**src/udp_wrap_pkg.sv**
```systemverilog
package udp_wrap_pkg;

    // port dispatch sizes
    localparam int NUM_INBOUND = 5;
    localparam int NUM_LANES = 2;
    localparam int PAYLOAD_W = 64;
    localparam int KEEP_W = PAYLOAD_W / 8;

    // wishbone register space
    localparam int WB_ADR_W = 14;
    localparam int WB_DAT_W = 32;
    localparam int LANE_ADR_BIT = 2;
    localparam int STATS_ADR_BIT = 3;

    // index 0 takes 21616..21623 (read and write share the block)
    localparam logic [NUM_INBOUND-1:0][15:0] INBOUND_PORT = {
        16'd21608,
        16'd21601,
        16'd21603,
        16'd21614,
        16'd21618
    };

    // a set bit is left out of the compare
    localparam logic [NUM_INBOUND-1:0][15:0] INBOUND_MASK = {
        16'd0,
        16'd0,
        16'd0,
        16'd0,
        16'h0007
    };

    typedef enum logic [2:0] {
        PORT_RW   = 3'd0,
        PORT_NACK = 3'd1,
        PORT_CTRL = 3'd2,
        PORT_ACK  = 3'd3,
        PORT_HSK  = 3'd4,
        PORT_NONE = 3'd5
    } port_sel_e;

    typedef enum logic [1:0] {
        ST_IDLE,
        ST_HDR,
        ST_DATA
    } route_state_e;

    typedef struct packed {
        logic [63:0] data;
        logic [15:0] dport;
    } udp_hdr_t;

    typedef struct packed {
        logic [PAYLOAD_W-1:0] data;
        logic [KEEP_W-1:0]    keep;
        logic                 last;
    } udp_beat_t;

    typedef struct packed {
        udp_hdr_t  hdr;
        port_sel_e port;
    } dec_hdr_t;

    typedef struct packed {
        logic        block_lock;
        logic        high_ber;
        logic [15:0] monitor;
    } lane_status_t;

    typedef struct packed {
        logic                  cyc;
        logic                  stb;
        logic                  we;
        logic [WB_ADR_W-1:0]   adr;
        logic [WB_DAT_W/8-1:0] sel;
        logic [WB_DAT_W-1:0]   dat;
    } wb_req_t;

endpackage

```
**src/udp_port_decode.sv**
```systemverilog
module udp_port_decode import udp_wrap_pkg::*; (
    input  logic     wb_clk_i,
    input  logic     rst_i,

    // header stream from the udp core
    input  udp_hdr_t s_hdr_i,
    input  logic     s_hdr_valid_i,
    output logic     s_hdr_ready_o,

    // decoded header towards the router
    output dec_hdr_t dec_o,
    output logic     dec_valid_o,
    input  logic     dec_ready_i
);

    port_sel_e port_match;
    dec_hdr_t  slot;
    logic      slot_valid;
    logic      hdr_take;

    // scan from the top so that the lowest matching index wins
    always_comb begin
        port_match = PORT_NONE;
        for (int i = NUM_INBOUND - 1; i >= 0; i--) begin
            if (((s_hdr_i.dport ^ INBOUND_PORT[i]) & ~INBOUND_MASK[i]) == 16'd0) begin
                port_match = port_sel_e'(3'(i));
            end
        end
    end

    // slot can refill in the same cycle it is drained
    assign s_hdr_ready_o = !slot_valid || dec_ready_i;
    assign hdr_take = s_hdr_valid_i && s_hdr_ready_o;

    always_ff @(posedge wb_clk_i) begin
        if (rst_i) begin
            slot_valid <= 1'b0;
        end else if (s_hdr_ready_o) begin
            slot_valid <= s_hdr_valid_i;
        end
    end

    always_ff @(posedge wb_clk_i) begin
        if (hdr_take) begin
            slot.hdr <= s_hdr_i;
            slot.port <= port_match;
        end
    end

    assign dec_o = slot;
    assign dec_valid_o = slot_valid;

endmodule

```
**src/udp_stream_route.sv**
```systemverilog
module udp_stream_route import udp_wrap_pkg::*; (
    input  logic                          wb_clk_i,
    input  logic                          rst_i,

    // decoded header from the port decoder
    input  dec_hdr_t                      dec_i,
    input  logic                          dec_valid_i,
    output logic                          dec_ready_o,

    // payload beats from the udp core
    input  udp_beat_t                     s_data_i,
    input  logic                          s_data_valid_i,
    output logic                          s_data_ready_o,

    // per-port header outputs
    output udp_hdr_t [NUM_INBOUND-1:0]    m_hdr_o,
    output logic [NUM_INBOUND-1:0]        m_hdr_valid_o,
    input  logic [NUM_INBOUND-1:0]        m_hdr_ready_i,

    // shared payload bus, one valid per port
    output udp_beat_t                     m_data_o,
    output logic [NUM_INBOUND-1:0]        m_data_valid_o,
    input  logic [NUM_INBOUND-1:0]        m_data_ready_i,

    output logic [15:0]                   routed_cnt_o,
    output logic [15:0]                   dropped_cnt_o
);

    route_state_e           state;
    udp_hdr_t               hdr_q;
    port_sel_e              port_q;
    logic                   drop;
    logic [NUM_INBOUND-1:0] port_oh;
    logic                   hdr_done;
    logic                   beat_done;
    logic [15:0]            routed_cnt;
    logic [15:0]            dropped_cnt;

    assign drop = (port_q == PORT_NONE);
    assign port_oh = drop ? '0 : (NUM_INBOUND'(1) << port_q);

    assign dec_ready_o = (state == ST_IDLE);

    // header is replayed to every port, only one valid is raised
    always_comb begin
        for (int i = 0; i < NUM_INBOUND; i++) begin
            m_hdr_o[i] = hdr_q;
        end
    end
    assign m_hdr_valid_o = (state == ST_HDR) ? port_oh : '0;
    assign hdr_done = (state == ST_HDR) && |(m_hdr_ready_i & port_oh);

    // payload passes straight through while streaming
    assign m_data_o = s_data_i;
    assign m_data_valid_o = (state == ST_DATA && s_data_valid_i) ? port_oh : '0;
    always_comb begin
        s_data_ready_o = 1'b0;
        if (state == ST_DATA) begin
            // discarded packets are swallowed at full rate
            s_data_ready_o = drop ? 1'b1 : |(m_data_ready_i & port_oh);
        end
    end
    assign beat_done = s_data_valid_i && s_data_ready_o && s_data_i.last;

    always_ff @(posedge wb_clk_i) begin
        if (rst_i) begin
            state <= ST_IDLE;
            port_q <= PORT_NONE;
            routed_cnt <= 16'd0;
            dropped_cnt <= 16'd0;
        end else begin
            case (state)
                ST_IDLE: begin
                    if (dec_valid_i) begin
                        port_q <= dec_i.port;
                        if (dec_i.port == PORT_NONE) begin
                            state <= ST_DATA;
                            dropped_cnt <= dropped_cnt + 16'd1;
                        end else begin
                            state <= ST_HDR;
                        end
                    end
                end
                ST_HDR: begin
                    if (hdr_done) begin
                        state <= ST_DATA;
                    end
                end
                ST_DATA: begin
                    if (beat_done) begin
                        state <= ST_IDLE;
                        if (!drop) begin
                            routed_cnt <= routed_cnt + 16'd1;
                        end
                    end
                end
                default: state <= ST_IDLE;
            endcase
        end
    end

    always_ff @(posedge wb_clk_i) begin
        if (state == ST_IDLE && dec_valid_i) begin
            hdr_q <= dec_i.hdr;
        end
    end

    assign routed_cnt_o = routed_cnt;
    assign dropped_cnt_o = dropped_cnt;

endmodule

```
**src/link_ctrl_regs.sv**
```systemverilog
module link_ctrl_regs import udp_wrap_pkg::*; (
    input  logic                           wb_clk_i,
    input  logic                           rst_i,

    // wishbone slave
    input  wb_req_t                        wb_req_i,
    output logic                           wb_ack_o,
    output logic [WB_DAT_W-1:0]            wb_dat_o,

    // transceiver status
    input  logic                           qpll_lock_i,
    input  lane_status_t [NUM_LANES-1:0]   lane_status_i,

    // router statistics
    input  logic [15:0]                    routed_cnt_i,
    input  logic [15:0]                    dropped_cnt_i,

    // transceiver controls
    output logic                           link_rst_o,
    output logic [NUM_LANES-1:0]           eye_rst_o,
    output logic [NUM_LANES*3-1:0]         loopback_o
);

    logic                                  ack_q;
    logic                                  wb_access;
    logic                                  wr_en;
    logic                                  lane_sel;
    logic                                  link_rst_q;
    logic [NUM_LANES-1:0]                  eye_rst_q;
    logic [NUM_LANES-1:0][2:0]             loopback_q;
    logic [NUM_LANES-1:0][WB_DAT_W-1:0]    status_word;
    logic [WB_DAT_W-1:0]                   stats_word;

    // one ack per access, a held strobe waits for ack to drop
    assign wb_access = wb_req_i.cyc && wb_req_i.stb && !ack_q;
    assign wr_en = wb_access && wb_req_i.we && !wb_req_i.adr[STATS_ADR_BIT];
    assign lane_sel = wb_req_i.adr[LANE_ADR_BIT];

    // per-lane status words, shared bits repeat in both
    always_comb begin
        for (int l = 0; l < NUM_LANES; l++) begin
            status_word[l] = '0;
            status_word[l][0] = link_rst_q;
            status_word[l][1] = qpll_lock_i;
            status_word[l][2] = lane_status_i[l].block_lock;
            status_word[l][3] = lane_status_i[l].high_ber;
            status_word[l][4] = eye_rst_q[l];
            status_word[l][10:8] = loopback_q[l];
            status_word[l][31:16] = lane_status_i[l].monitor;
        end
    end

    assign stats_word = {routed_cnt_i, dropped_cnt_i};

    always_ff @(posedge wb_clk_i) begin
        if (rst_i) begin
            ack_q <= 1'b0;
            link_rst_q <= 1'b0;
            eye_rst_q <= '0;
            loopback_q <= '0;
        end else begin
            ack_q <= wb_access;
            if (wr_en && wb_req_i.sel[0]) begin
                link_rst_q <= wb_req_i.dat[0];
                eye_rst_q[lane_sel] <= wb_req_i.dat[4];
            end
            if (wr_en && wb_req_i.sel[1]) begin
                loopback_q[lane_sel] <= wb_req_i.dat[10:8];
            end
        end
    end

    // read data is captured on the access edge and shown with ack
    always_ff @(posedge wb_clk_i) begin
        if (wb_access && !wb_req_i.we) begin
            if (wb_req_i.adr[STATS_ADR_BIT]) begin
                wb_dat_o <= stats_word;
            end else begin
                wb_dat_o <= status_word[lane_sel];
            end
        end
    end

    assign wb_ack_o = ack_q;
    assign link_rst_o = link_rst_q;
    assign eye_rst_o = eye_rst_q;
    assign loopback_o = loopback_q;

endmodule

```
**src/udp_wrap_top.sv**
```systemverilog
module udp_wrap_top import udp_wrap_pkg::*; (
    input  logic                          wb_clk_i,
    input  logic                          rst_i,

    // inbound udp header and payload
    input  udp_hdr_t                      s_hdr_i,
    input  logic                          s_hdr_valid_i,
    output logic                          s_hdr_ready_o,
    input  udp_beat_t                     s_data_i,
    input  logic                          s_data_valid_i,
    output logic                          s_data_ready_o,

    // dispatched ports
    output udp_hdr_t [NUM_INBOUND-1:0]    m_hdr_o,
    output logic [NUM_INBOUND-1:0]        m_hdr_valid_o,
    input  logic [NUM_INBOUND-1:0]        m_hdr_ready_i,
    output udp_beat_t                     m_data_o,
    output logic [NUM_INBOUND-1:0]        m_data_valid_o,
    input  logic [NUM_INBOUND-1:0]        m_data_ready_i,

    // transceiver register block
    input  wb_req_t                       wb_req_i,
    output logic                          wb_ack_o,
    output logic [WB_DAT_W-1:0]           wb_dat_o,
    input  logic                          qpll_lock_i,
    input  lane_status_t [NUM_LANES-1:0]  lane_status_i,
    output logic                          link_rst_o,
    output logic [NUM_LANES-1:0]          eye_rst_o,
    output logic [NUM_LANES*3-1:0]        loopback_o
);

    dec_hdr_t    dec;
    logic        dec_valid;
    logic        dec_ready;
    logic [15:0] routed_cnt;
    logic [15:0] dropped_cnt;

    udp_port_decode u_decode (
        .wb_clk_i      (wb_clk_i),
        .rst_i         (rst_i),
        .s_hdr_i       (s_hdr_i),
        .s_hdr_valid_i (s_hdr_valid_i),
        .s_hdr_ready_o (s_hdr_ready_o),
        .dec_o         (dec),
        .dec_valid_o   (dec_valid),
        .dec_ready_i   (dec_ready)
    );

    udp_stream_route u_route (
        .wb_clk_i       (wb_clk_i),
        .rst_i          (rst_i),
        .dec_i          (dec),
        .dec_valid_i    (dec_valid),
        .dec_ready_o    (dec_ready),
        .s_data_i       (s_data_i),
        .s_data_valid_i (s_data_valid_i),
        .s_data_ready_o (s_data_ready_o),
        .m_hdr_o        (m_hdr_o),
        .m_hdr_valid_o  (m_hdr_valid_o),
        .m_hdr_ready_i  (m_hdr_ready_i),
        .m_data_o       (m_data_o),
        .m_data_valid_o (m_data_valid_o),
        .m_data_ready_i (m_data_ready_i),
        .routed_cnt_o   (routed_cnt),
        .dropped_cnt_o  (dropped_cnt)
    );

    link_ctrl_regs u_regs (
        .wb_clk_i      (wb_clk_i),
        .rst_i         (rst_i),
        .wb_req_i      (wb_req_i),
        .wb_ack_o      (wb_ack_o),
        .wb_dat_o      (wb_dat_o),
        .qpll_lock_i   (qpll_lock_i),
        .lane_status_i (lane_status_i),
        .routed_cnt_i  (routed_cnt),
        .dropped_cnt_i (dropped_cnt),
        .link_rst_o    (link_rst_o),
        .eye_rst_o     (eye_rst_o),
        .loopback_o    (loopback_o)
    );

endmodule

```
**config.mk**
```make
export PLATFORM = sky130hd
export DESIGN_NAME = udp_wrap_top
export DESIGN_NICKNAME = d
export VERILOG_FILES = /design/src/udp_wrap_pkg.sv /design/src/udp_port_decode.sv /design/src/udp_stream_route.sv /design/src/link_ctrl_regs.sv /design/src/udp_wrap_top.sv
export SDC_FILE = /design/constraint.sdc
export NUM_CORES = 1
export LEC_CHECK = 0
export BUFFER_PORTS_ARGS = -buffer_cell sky130_fd_sc_hd__buf_4
export CORE_AREA = 4 4 305 307
export DETAILED_ROUTE_END_ITERATION = 10
export DIE_AREA = 0 0 309 311
export SETUP_SLACK_MARGIN = 0.15
export SYNTH_ARGS = -nofsm -noshare
export SYNTH_HDL_FRONTEND = slang
export SYNTH_SLANG_ARGS = --single-unit
```
**constraint.sdc**
```tcl
create_clock -name wb_clk_i -period 2.8 [get_ports wb_clk_i]
set_input_delay 0.42 -clock wb_clk_i [delete_from_list [all_inputs] [get_ports wb_clk_i]]
set_output_delay 0.42 -clock wb_clk_i [all_outputs]
set_load 0.1 [all_outputs]
```
==> key figures, run 1 <==
Floorplanning
  – Die area: 96100 um2
  – Starting Density: 13.03%
  – Die width: 309 um
  – Core box area: 90010 um2
  – Row Count: 110
  – Top-Level Pins: 784
  – Die Y: 311 um

Clock network
  – Clk sinks: 243
  – H-Tree Depth: 1
  – CTS Buf Count: 31
  – Clock Latency Late Sink: 0.61 ns
  – TritonCTS clock tree: yes
  – Clk buf depth: 3
  – Clk pin slew, worst setup/hold paths: 0.06 ns
  – Root buf cell: clkbuf_16

STA
  – Final hold vios: 0
  – Final setup fails: 0
  – Max Clk Rate: 401.5 MHz
  – Fin crit share: 88.96%
  – Relative slew margins: 50.00%
  – RSZ-0062 raised after global routing: no
  – Max Slew Vio Count: 0
  – Clock Skew: 0.01737 ns
  – Least-Margin Pin Slew: 0.7499 ns
  – Tmin final: 2.491 ns
  – Setup TNS: 0 ns

Yosys
  – Simple-Gate Fraction of Synth Area: 7.746%
  – Mapped Avg Cell Area: 12.14 um2
  – Count leader, synth: buf_4
  – Post-synthesis xor/xnor area fraction: 1.046%
  – Yosys warning count: 0
  – Syn Nets: 1225
  – Register area share after synthesis: 58.12%
  – Cells taking the most area after synthesis: edfxtp_1 (50%), buf_4 (25%), dfxtp_1 (8.2%)
  – Asr flop ratio synth: 0%
  – Post-Syn Instances: 966
  – Leading area contributor after synthesis: edfxtp_1
  – Distinct cell type count after synthesis: 47
  – Main combinational cell family by area after synthesis: buffers and inverters
  – Yosys reg bits: 243
  – Multiplexer share of the synthesized area: 3.307%
  – Post-synth EDFFs: 195
  – Post-synthesis compound-gate area fraction: 3.286%
  – Top cells by count, synth: buf_4 (393), edfxtp_1 (195), dfxtp_1 (48), nor2_1 (48), nand2_1 (46)
  – Post-synth top flop: edfxtp_1
  – Post-Syn Area: 11730 um2
  – Yosys top cell area share: 49.93%
  – Adder-Cell Fraction of Synth Area: 0.2134%

Global route
  – Grt ovf: 0
  – Pin count of the biggest net entering global routing: 84
  – Vias in the first global route: 7741
  – Initial antenna violation count: 14
  – First-pass GRT wire length: 58570 um
  – Total track usage: 8.538%

Detailed routing
  – DRT Wirelength: 44600 um
  – Via count: 7957
  – Number of iterations in the first detailed-routing pass: 4
  – Residual DRC: 0
  – Drt initial violations: 366
  – Wire per inst: 18.01 um
  – ANT nets after route: 0
  – Vias per cell: 3.214

Min path
  – Hold Path Depth: 3
  – Min-Delay Path Class: in2reg

Place
  – PortBufs: 598
  – Hpwl dp: 34430 um
  – DP Area: 14740 um2
  – Placer Congestion: 0.7590

Final layout
  – Final instance area: 16610 um2
  – Final nets: 1532
  – Util after Layout: 18.46%
  – Layout cells sized above 1: 51.62%
  – Layout area overhead: 41.65%

Power and ir drop
  – Maximum VDD drop: 0.4557 mV
  – P_leak: 6.620 nW
  – Design Power: 12.11 mW
  – Power Dens Cells: 729.3 nW/um2

Worst setup path
  – Req. time, crit path: 2.38 ns
  – Worst setup path class: reg2out
  – Arrival @ worst endpoint: 2.07 ns
  – Worst reg-to-reg path cell count: 6
  – CP Launch Type: register
  – CP max FO: 7
  – CP endpoint kind: output port

Run
  – Max_cap viols: 0

Status
  – Outcome: complete, no violations
## per-stage QoR
| step | instances | hold slack (ns) | setup slack, ns |
|---|---|---|---|
| 3_3_place_gp | 2329 | 0.4004 | 0.4539 |
| 2_1_floorplan | 966 | 0.4003 | 0.3049 |
| 3_5_place_dp | 2329 | 0.4045 | 0.4271 |
| 4_1_cts | 2472 | 0.01824 | 0.1577 |
| 5_1_grt | 2475 | 0.03699 | 0.2041 |
| 6_report | 2476 | 0.07245 | 0.3091 |
## layout make-up
type / instances / area (um2)
clock buffer: 44 / 844.6
timing repair buffer: 690 / 5434
fill: 9884 / 73400
inverter: 7 / 30.03
antenna: 2 / 5.005
sequential: 243 / 6822
clock inverter: 14 / 138.9
tap: 1176 / 1471
multi-input combinational: 300 / 1867
## worst paths after layout
kind | from | end | slack [ns]
max | u_route.port_q[1] | s_data_ready_o | 0.31
min | s_hdr_valid_i | u_decode.dec_valid_o | 0.07
max reg2reg | u_route.state[1] | u_route.routed_cnt_o[15] | 0.58
min reg2reg | u_decode.dec_o[51] | u_route.m_hdr_o[48] | 0.41
## per-layer routing
metal / global-route usage, % / vias to the layer above / routed length [um] / share of wire [%]
li1: - / 3557 / - / -
met1: 10.12 / 3791 / 17460 / 39
met2: 13.83 / 529 / 20240 / 45
met3: 3.744 / 62 / 5598 / 13
met4: 2.566 / 18 / 1128 / 2.5
met5: 1.011 / - / 176 / 0.39
## repair_timing
| action | 4_1_cts | 5_1_grt |
|---|---|---|
| setup endpoints to repair | 1 | 1 |
| gates resized for setup | 4 | 1 |
| pin swaps | 0 | 0 |
| hold endpoints to repair | 88 | 0 |
| hold buffers | 85 | 0 |
| buffers inserted | 0 | 2 |
## layout by cell type, fill, tap and decap left out, types with 8 or more instances in the layout
cell type      netlist  layout
dfxtp_1             48      46
o31ai_1              9       9
nand4_1             11      11
xor2_1              10      10
nand3_1             13      13
or4_1                9       9
buf_4              393     601
o21ai_0             33      32
clkbuf_16            0      31
nor2_1              48      46
edfxtp_1           195     195
nand2_1             46      46
dlygate4sd3_1        0      85
clkbuf_1            16      11
or3_1                9       9
and2_1               9       8
mux2i_1             32      32
a21oi_1             20      20
## sequential cells by signal, summed over array words and instances, names as in the netlist
signal / flops
u_route.m_hdr_o: 80
u_route.state: 2
u_decode.dec_valid_o: 1
u_regs.eye_rst_o: 2
u_regs.loopback_o: 6
u_route.dropped_cnt_o: 16
u_regs.wb_ack_o: 1
u_regs.link_rst_o: 1
u_route.routed_cnt_o: 16
u_decode.dec_o: 83
u_route.port_q: 3
u_regs.wb_dat_o: 32
## where the power goes
group          leakage [nW]  switching, mW  internal [mW]  total [mW]
clock network         0.478           1.69           2.22        3.91
registers              2.24          0.229           4.13        4.36
logic                  3.91           3.14          0.711        3.85
## worst max-delay path, stage by stage, from the launching register on
cell      delay [ns]
dfxtp_4         0.39
mux2_2          0.36
a221oi_2        0.32
or2_2           0.18
nor2_2          0.04
buf_6           0.18
## logic make-up after synthesis
family | after synthesis
fa+ha+maj | 2
compound gates | 68
simple gates | 179
mux | 37
buf+inv | 423
flops | 243
xor+xnor | 14
Note: power is estimated with default switching activity, not from simulation.
==> inputs of run 2 (changes only) <==
REMOVE_ABC_BUFFERS = 1   (was not set)
==> run 2 against run 1 <==
Effect of this change: setup slack barely moved; combinational power about the same; first-iteration DRC count rose by 40%; clock power is 2% lower; non-clock buffer count down 9; critical path depth unchanged; maximum frequency barely moved; critical path type unchanged; largest cell class unchanged; highest routed layer unchanged.
==> key figures, run 2 (same netlist as run 1, synthesis figures left out) <==
Power and ir drop
  – Seq pwr share: 36.1% (about the same)
  – Psw: 4.938 mW (-2.3%)
  – P_leak: 6.579 nW (-0.61%)
  – Sw frac: 40.98% (-0.76 points)
  – Power Dens Cells: 730.9 nW/um2 (+0.22%)
  – Comb power frac: 32.0% (+0.2 points)
  – Maximum VDD drop: 0.3342 mV (-27%)
  – Internal: 7.113 mW (+0.76%)
  – Clock power share: 31.8% (-0.5 points)

Final layout
  – Layout cells sized above 1: 52.06% (+0.44 points)
  – Filler instances: 9862 (-0.22%)
  – Final instance area: 16490 um2 (-0.75%)
  – Commonest non-fill, non-tap cell in the layout: buf_4
  – Most frequent cells in the layout: buf_4 (604), edfxtp_1 (195), dlygate4sd3_1 (73)
  – Largest register FFs: 83 (unchanged)
  – Layout area overhead: 40.58%
  – Final nets: 1521 (-0.72%)

Status
  – Outcome: complete, no violations

Worst setup path
  – CP bufs+invs: 1 (unchanged)
  – Reg2reg start: u_route.state[1]
  – RR Endpoint: u_route.routed_cnt_o[5]
  – Arrival @ worst endpoint: 2.07 ns (about the same)
  – Req. time, crit path: 2.38 ns (about the same)
  – Max incr delay on CP: 0.41 ns (+0.02 ns)
  – Slowest CP cell: dfxtp_4
  – CP delay by family, top: flip-flops
  – CP endpoint kind: output port
  – Cells along the critical path: mux2_2, a221oi_2, or2_2, nor2_1, buf_4
  – CP Launch Type: register
  – CP max FO: 11 (+4)
  – Slack of the worst reg-to-reg path: 0.59 ns (about the same)
  – Worst reg-to-reg path cell count: 6 (unchanged)
  – Worst setup path class: reg2out

Clock network
  – CTS Buf Count: 29 (-6.5%)
  – Clock Latency Late Sink: 0.57 ns (-0.04 ns)
  – Clk pin slew, worst setup/hold paths: 0.06 ns (about the same)
  – Clk sinks: 243 (unchanged)
  – TritonCTS clock tree: yes
  – Root buf cell: clkbuf_16
  – H-Tree Depth: 1 (unchanged)
  – Clk buf depth: 3 (unchanged)

Floorplanning
  – Die Y: 311 um (unchanged)
  – Die area: 96100 um2 (unchanged)
  – Die width: 309 um (unchanged)
  – Top-Level Pins: 784 (unchanged)
  – Row Count: 110 (unchanged)
  – Starting Density: 13.03% (unchanged)
  – Core box area: 90010 um2 (unchanged)

Detailed routing
  – Wire per inst: 21.41 um (+19%)
  – Via count: 8096 (+1.7%)
  – Residual DRC: 0 (unchanged)
  – DRT Wirelength: 52830 um (+18%)
  – ANT nets after route: 0 (unchanged)
  – Vias per cell: 3.280 (+2.1%)
  – Number of iterations in the first detailed-routing pass: 4 (unchanged)
  – Drt initial violations: 511 (+40%)

Place
  – Setup WS pre-CTS: 0.4715 ns (+0.04442 ns)
  – Placer Congestion: 0.7953 (+4.8%)
  – PortBufs: 598 (unchanged)
  – DP Area: 14770 um2 (+0.15%)
  – Hpwl dp: 42470 um (+23%)

STA
  – Final setup margin: 0.3087 ns (-0.0004160 ns)
  – Max Slew Vio Count: 0 (unchanged)
  – Relative slew margins: 59.91% (+9.9 points)
  – Max Clk Rate: 401.4 MHz (about the same)
  – Fin crit share: 88.97% (about the same)
  – Tmin final: 2.491 ns (+0.0004160 ns)
  – Final hold vios: 0 (unchanged)
  – Least-Margin Pin Slew: 0.6013 ns (-0.1486 ns)
  – Setup TNS: 0 ns (unchanged)
  – Clock Skew: 0.01420 ns (-0.003169 ns)
  – RSZ-0062 raised after global routing: no
  – Final setup fails: 0 (unchanged)

Min path
  – Hold Path Depth: 1 (-2)
  – Hold_sp: s_hdr_i[26]
  – Worst hold endpoint: u_decode.dec_o[29]
  – Min-Delay Path Class: in2reg

Global route
  – Initial antenna violation count: 28 (+14)
  – First-pass GRT wire length: 67560 um (+15%)
  – Grt ovf: 0 (unchanged)
  – Pin count of the biggest net entering global routing: 51 (-39%)
  – Vias in the first global route: 8003 (+3.4%)
  – Total track usage: 10.18% (+1.6 points)

Run
  – Max_cap viols: 0 (unchanged)
run 2: worst max-delay path by stage:
| stage | start | end | slack, ns | cells past startpoint |
|---|---|---|---|---|
| 4_1_cts | u_route.port_q[1] | s_data_ready_o | 0.17 | 5 |
| 2_1_floorplan | u_route.state[1] | u_decode.dec_o[0] | -2.37 | 2 |
| 5_1_grt | u_route.port_q[1] | s_data_ready_o | 0.19 | 5 |
| 3_5_place_dp | u_route.port_q[1] | u_route.routed_cnt_o[5] | 0.47 | 6 |
| 6_report | u_route.port_q[1] | s_data_ready_o | 0.31 | 5 |
| 3_3_place_gp | u_route.port_q[1] | u_route.routed_cnt_o[7] | 0.48 | 6 |
run 2: layer usage:
| metal | share of wire, % | vias to the layer above | GRT usage [%] |
|---|---|---|---|
| met2 | 44 | 701 | 15.88 |
| met4 | 2.4 | 18 | 2.407 |
| met5 | 0.92 | - | 3.134 |
| li1 | - | 3539 | - |
| met3 | 16 | 95 | 6.058 |
| met1 | 37 | 3743 | 11.68 |
run 2: worst register-to-register path, delay by kind of cell (launching register included):
kind                   cells  cell delay (ns)
buffers and inverters      1             0.25
AND/OR/NAND/NOR            3             1.16
AO/OA/AOI/OAI              2             0.28
flip-flops                 1             0.45
run 2: layout make-up:
type,instances,area (um2),area share [%]
sequential,243,6822,41.38
timing repair buffer,681,5345,32.42
multi-input combinational,300,1841,11.16
tap,1176,1471,8.925
clock buffer,34,744.5,4.515
clock inverter,20,217.7,1.320
inverter,7,28.78,0.1745
antenna,7,17.52,0.1062
run 2: power groups by stage:
| stage | Sequential [mW] | Combinational (mW) | Clock (mW) |
|---|---|---|---|
| global placement | 4.44 | 3.76 | 0 |
| floorplan | 7.02 | 0.161 | 0 |
| detailed placement | 4.44 | 3.77 | 0 |
| CTS | 4.37 | 3.88 | 4.03 |
| global route | 4.38 | 3.94 | 4.15 |
| finish | 4.35 | 3.86 | 3.84 |
run 2: stage by stage:
step | util (%) | power (mW) | std cells | hold WS (ns)
2_1_floorplan | - | 7.182 | 550 | 0.4003
3_3_place_gp | 16.40 | 8.196 | 2334 | 0.4006
3_5_place_dp | 16.40 | 8.212 | 2334 | 0.4045
4_1_cts | 18.29 | 12.28 | 2461 | 0.0004797
5_1_grt | 18.31 | 12.48 | 2464 | 0.01071
6_report | 18.32 | 12.05 | 2468 | 0.05937
run 2: repair_timing:
item | 4_1_cts | 5_1_grt
hold buffers | 73 | 0
endpoints found under the hold margin | 73 | 0
setup endpoints to repair | 1 | 1
setup buffers | 0 | 0
resized for setup | 2 | 2
==> inputs of run 3 (changes only) <==
CORE_AREA = 4 4 304 306   (was 4 4 305 307)
DIE_AREA = 0 0 308 310   (was 0 0 309 311)
PLACE_DENSITY = 0.36   (was not set)
clock period = 2.35 ns   (was 2.8 ns; I/O delays follow)
==> run 3 against run 2 <==
Effect of this change: die area down 0.64%; hold slack gained 0.018 ns; clock power rose by 17%; via count up 0.49%; largest power group unchanged.
==> key figures, run 3 (same netlist as run 1, synthesis figures left out) <==
Status
  – Outcome: complete, no violations

Final layout
  – Final nets: 1545 (+1.6%)
  – Layout cells sized above 1: 52.67% (+0.61 points)
  – Layout area overhead: 43.54%
  – Largest register FFs: 83 (unchanged)
  – Most frequent cells in the layout: buf_4 (600), edfxtp_1 (195), dlygate4sd3_1 (86)
  – Commonest non-fill, non-tap cell in the layout: buf_4

Global route
  – Pin count of the biggest net entering global routing: 55 (+7.8%)
  – First-pass GRT wire length: 68340 um (+1.1%)
  – Initial antenna violation count: 17 (-39%)
  – Total track usage: 10.25% (+0.068 points)
  – Vias in the first global route: 8266 (+3.3%)
  – Grt ovf: 0 (unchanged)

Place
  – Hpwl dp: 41850 um (-1.5%)
  – Placer Congestion: 0.7403 (-6.9%)
  – Setup WS pre-CTS: 0.1860 ns (-0.2855 ns)
  – PortBufs: 598 (unchanged)

Clock network
  – Root buf cell: clkbuf_16
  – Clk sinks: 243 (unchanged)
  – Clk pin slew, worst setup/hold paths: 0.06 ns (about the same)
  – TritonCTS clock tree: yes
  – H-Tree Depth: 1 (unchanged)
  – CTS Buf Count: 31 (+6.9%)
  – Clk buf depth: 3 (unchanged)
  – Clock Latency Late Sink: 0.58 ns (about the same)

Floorplanning
  – Die width: 308 um (-0.32%)
  – Die Y: 310 um (-0.32%)
  – Die area: 95480 um2 (-0.64%)
  – Row Count: 110 (unchanged)
  – Starting Density: 13.09% (+0.060 points)
  – Core box area: 89600 um2 (-0.46%)
  – Top-Level Pins: 784 (unchanged)

STA
  – Least-Margin Pin Slew: 0.5922 ns (-0.009124 ns)
  – Tmin final: 2.265 ns
  – Max Clk Rate: 441.5 MHz
  – Final setup fails: 0 (unchanged)
  – Hold slack: 0.07714 ns (+0.01777 ns)
  – Relative slew margins: 60.52% (+0.61 points)
  – RSZ-0062 raised after global routing: yes
  – Clock Skew: 0.008270 ns (-0.005934 ns)
  – Max Slew Vio Count: 0 (unchanged)
  – Final hold vios: 0 (unchanged)
  – Fin crit share: 96.38%
  – Final setup margin: 0.08498 ns (-0.2238 ns)

Worst setup path
  – CP delay by family, top: flip-flops
  – CP Launch Type: register
  – Max incr delay on CP: 0.37 ns (-0.04 ns)
  – CP endpoint kind: output port
  – Arrival @ worst endpoint: 1.91 ns (-0.16 ns)
  – Slowest CP cell: dfxtp_4
  – Worst setup path class: reg2out
  – CP max FO: 6 (-5)
  – Cells along the critical path: mux2_4, a221oi_4, or2_4, nor2_2, buf_12
  – CP Launch Point: u_route.port_q[1]
  – Reg2reg start: u_route.port_q[1]
  – Req. time, crit path: 2.00 ns (-0.38 ns)
  – CP bufs+invs: 1 (unchanged)

Detailed routing
  – Residual DRC: 0 (unchanged)
  – Drt initial violations: 380 (-26%)
  – Vias per cell: 3.270 (-0.31%)
  – Wire per inst: 21.19 um (-1.0%)
  – Number of iterations in the first detailed-routing pass: 4 (unchanged)
  – Via count: 8136 (+0.49%)
  – DRT Wirelength: 52730 um (-0.19%)
  – ANT nets after route: 0 (unchanged)

Run
  – Max_cap viols: 0 (unchanged)

Min path
  – Min-Delay Path Class: in2reg
  – Hold_sp: qpll_lock_i

Power and ir drop
  – Maximum VDD drop: 0.4999 mV (+50%)
  – Design Power: 14.30 mW (+19%)
  – Power Dens Cells: 849.5 nW/um2 (+16%)
  – P_leak: 6.707 nW (+1.9%)
==> run 3: cell count changes in the layout (fill, tap and decap cells not counted), sizes merged <==
cell / delta
clkinvlp: -1
diode: -5
dlygate4sd3: +13
clkbuf: +12
buf: +8
bufinv: -3
inv: -1
clkinv: -3
==> run 3: cell type report <==
cell class	instances	area (um2)
diodes	2	5.005
clock buffers	45	858.3
clock inverters	12	88.84
fillers	9765	72760
inverters	7	28.78
multi-input cells	300	1912
flip-flops and latches	243	6828
well taps	1176	1471
repair buffers	703	5642
==> run 3: timing repair <==
action / in CTS / in global routing
resized for setup: 28 / 16
hold buffers: 86 / 0
pin swaps: 5 / 3
buffers inserted: 3 / 1
endpoints found under the setup margin: 6 / 17
hold endpoints to repair: 89 / 0
==> run 3: per-stage QoR <==
step	cells	util (%)	cell area (um2)	setup TNS, ns
after floorplan	550	-	8672	-828.04
after global placement	2339	16.56	14830	0
after detailed placement	2339	16.56	14830	0
after CTS	2485	18.71	16760	0
after global routing	2486	18.78	16830	-0.002023
final	2488	18.79	16830	0
==> run 3: path summary, 6_finish.rpt <==
kind / to / slack (ns) / cells after the start
max reg2reg: u_route.routed_cnt_o[9] / 0.21 / 7
max: s_data_ready_o / 0.08 / 5
min: u_regs.wb_dat_o[1] / 0.08 / 2
min reg2reg: u_route.m_hdr_o[18] / 0.42 / 0
==> run 3: report_power, final <==
| group | internal (mW) | total, mW | switching [mW] | leakage [nW] |
|---|---|---|---|---|
| combinational | 0.887 | 4.66 | 3.77 | 4.01 |
| sequential | 4.92 | 5.14 | 0.224 | 2.24 |
| clock | 2.62 | 4.50 | 1.88 | 0.462 |
==> run 3: metal layers <==
layer | global-route usage (%) | wire length (um) | vias up
li1 | - | - | 3584
met1 | 12.15 | 21080 | 3850
met2 | 15.20 | 22370 | 597
met3 | 6.854 | 7795 | 87
met4 | 1.864 | 930 | 18
met5 | 3.810 | 560 | -
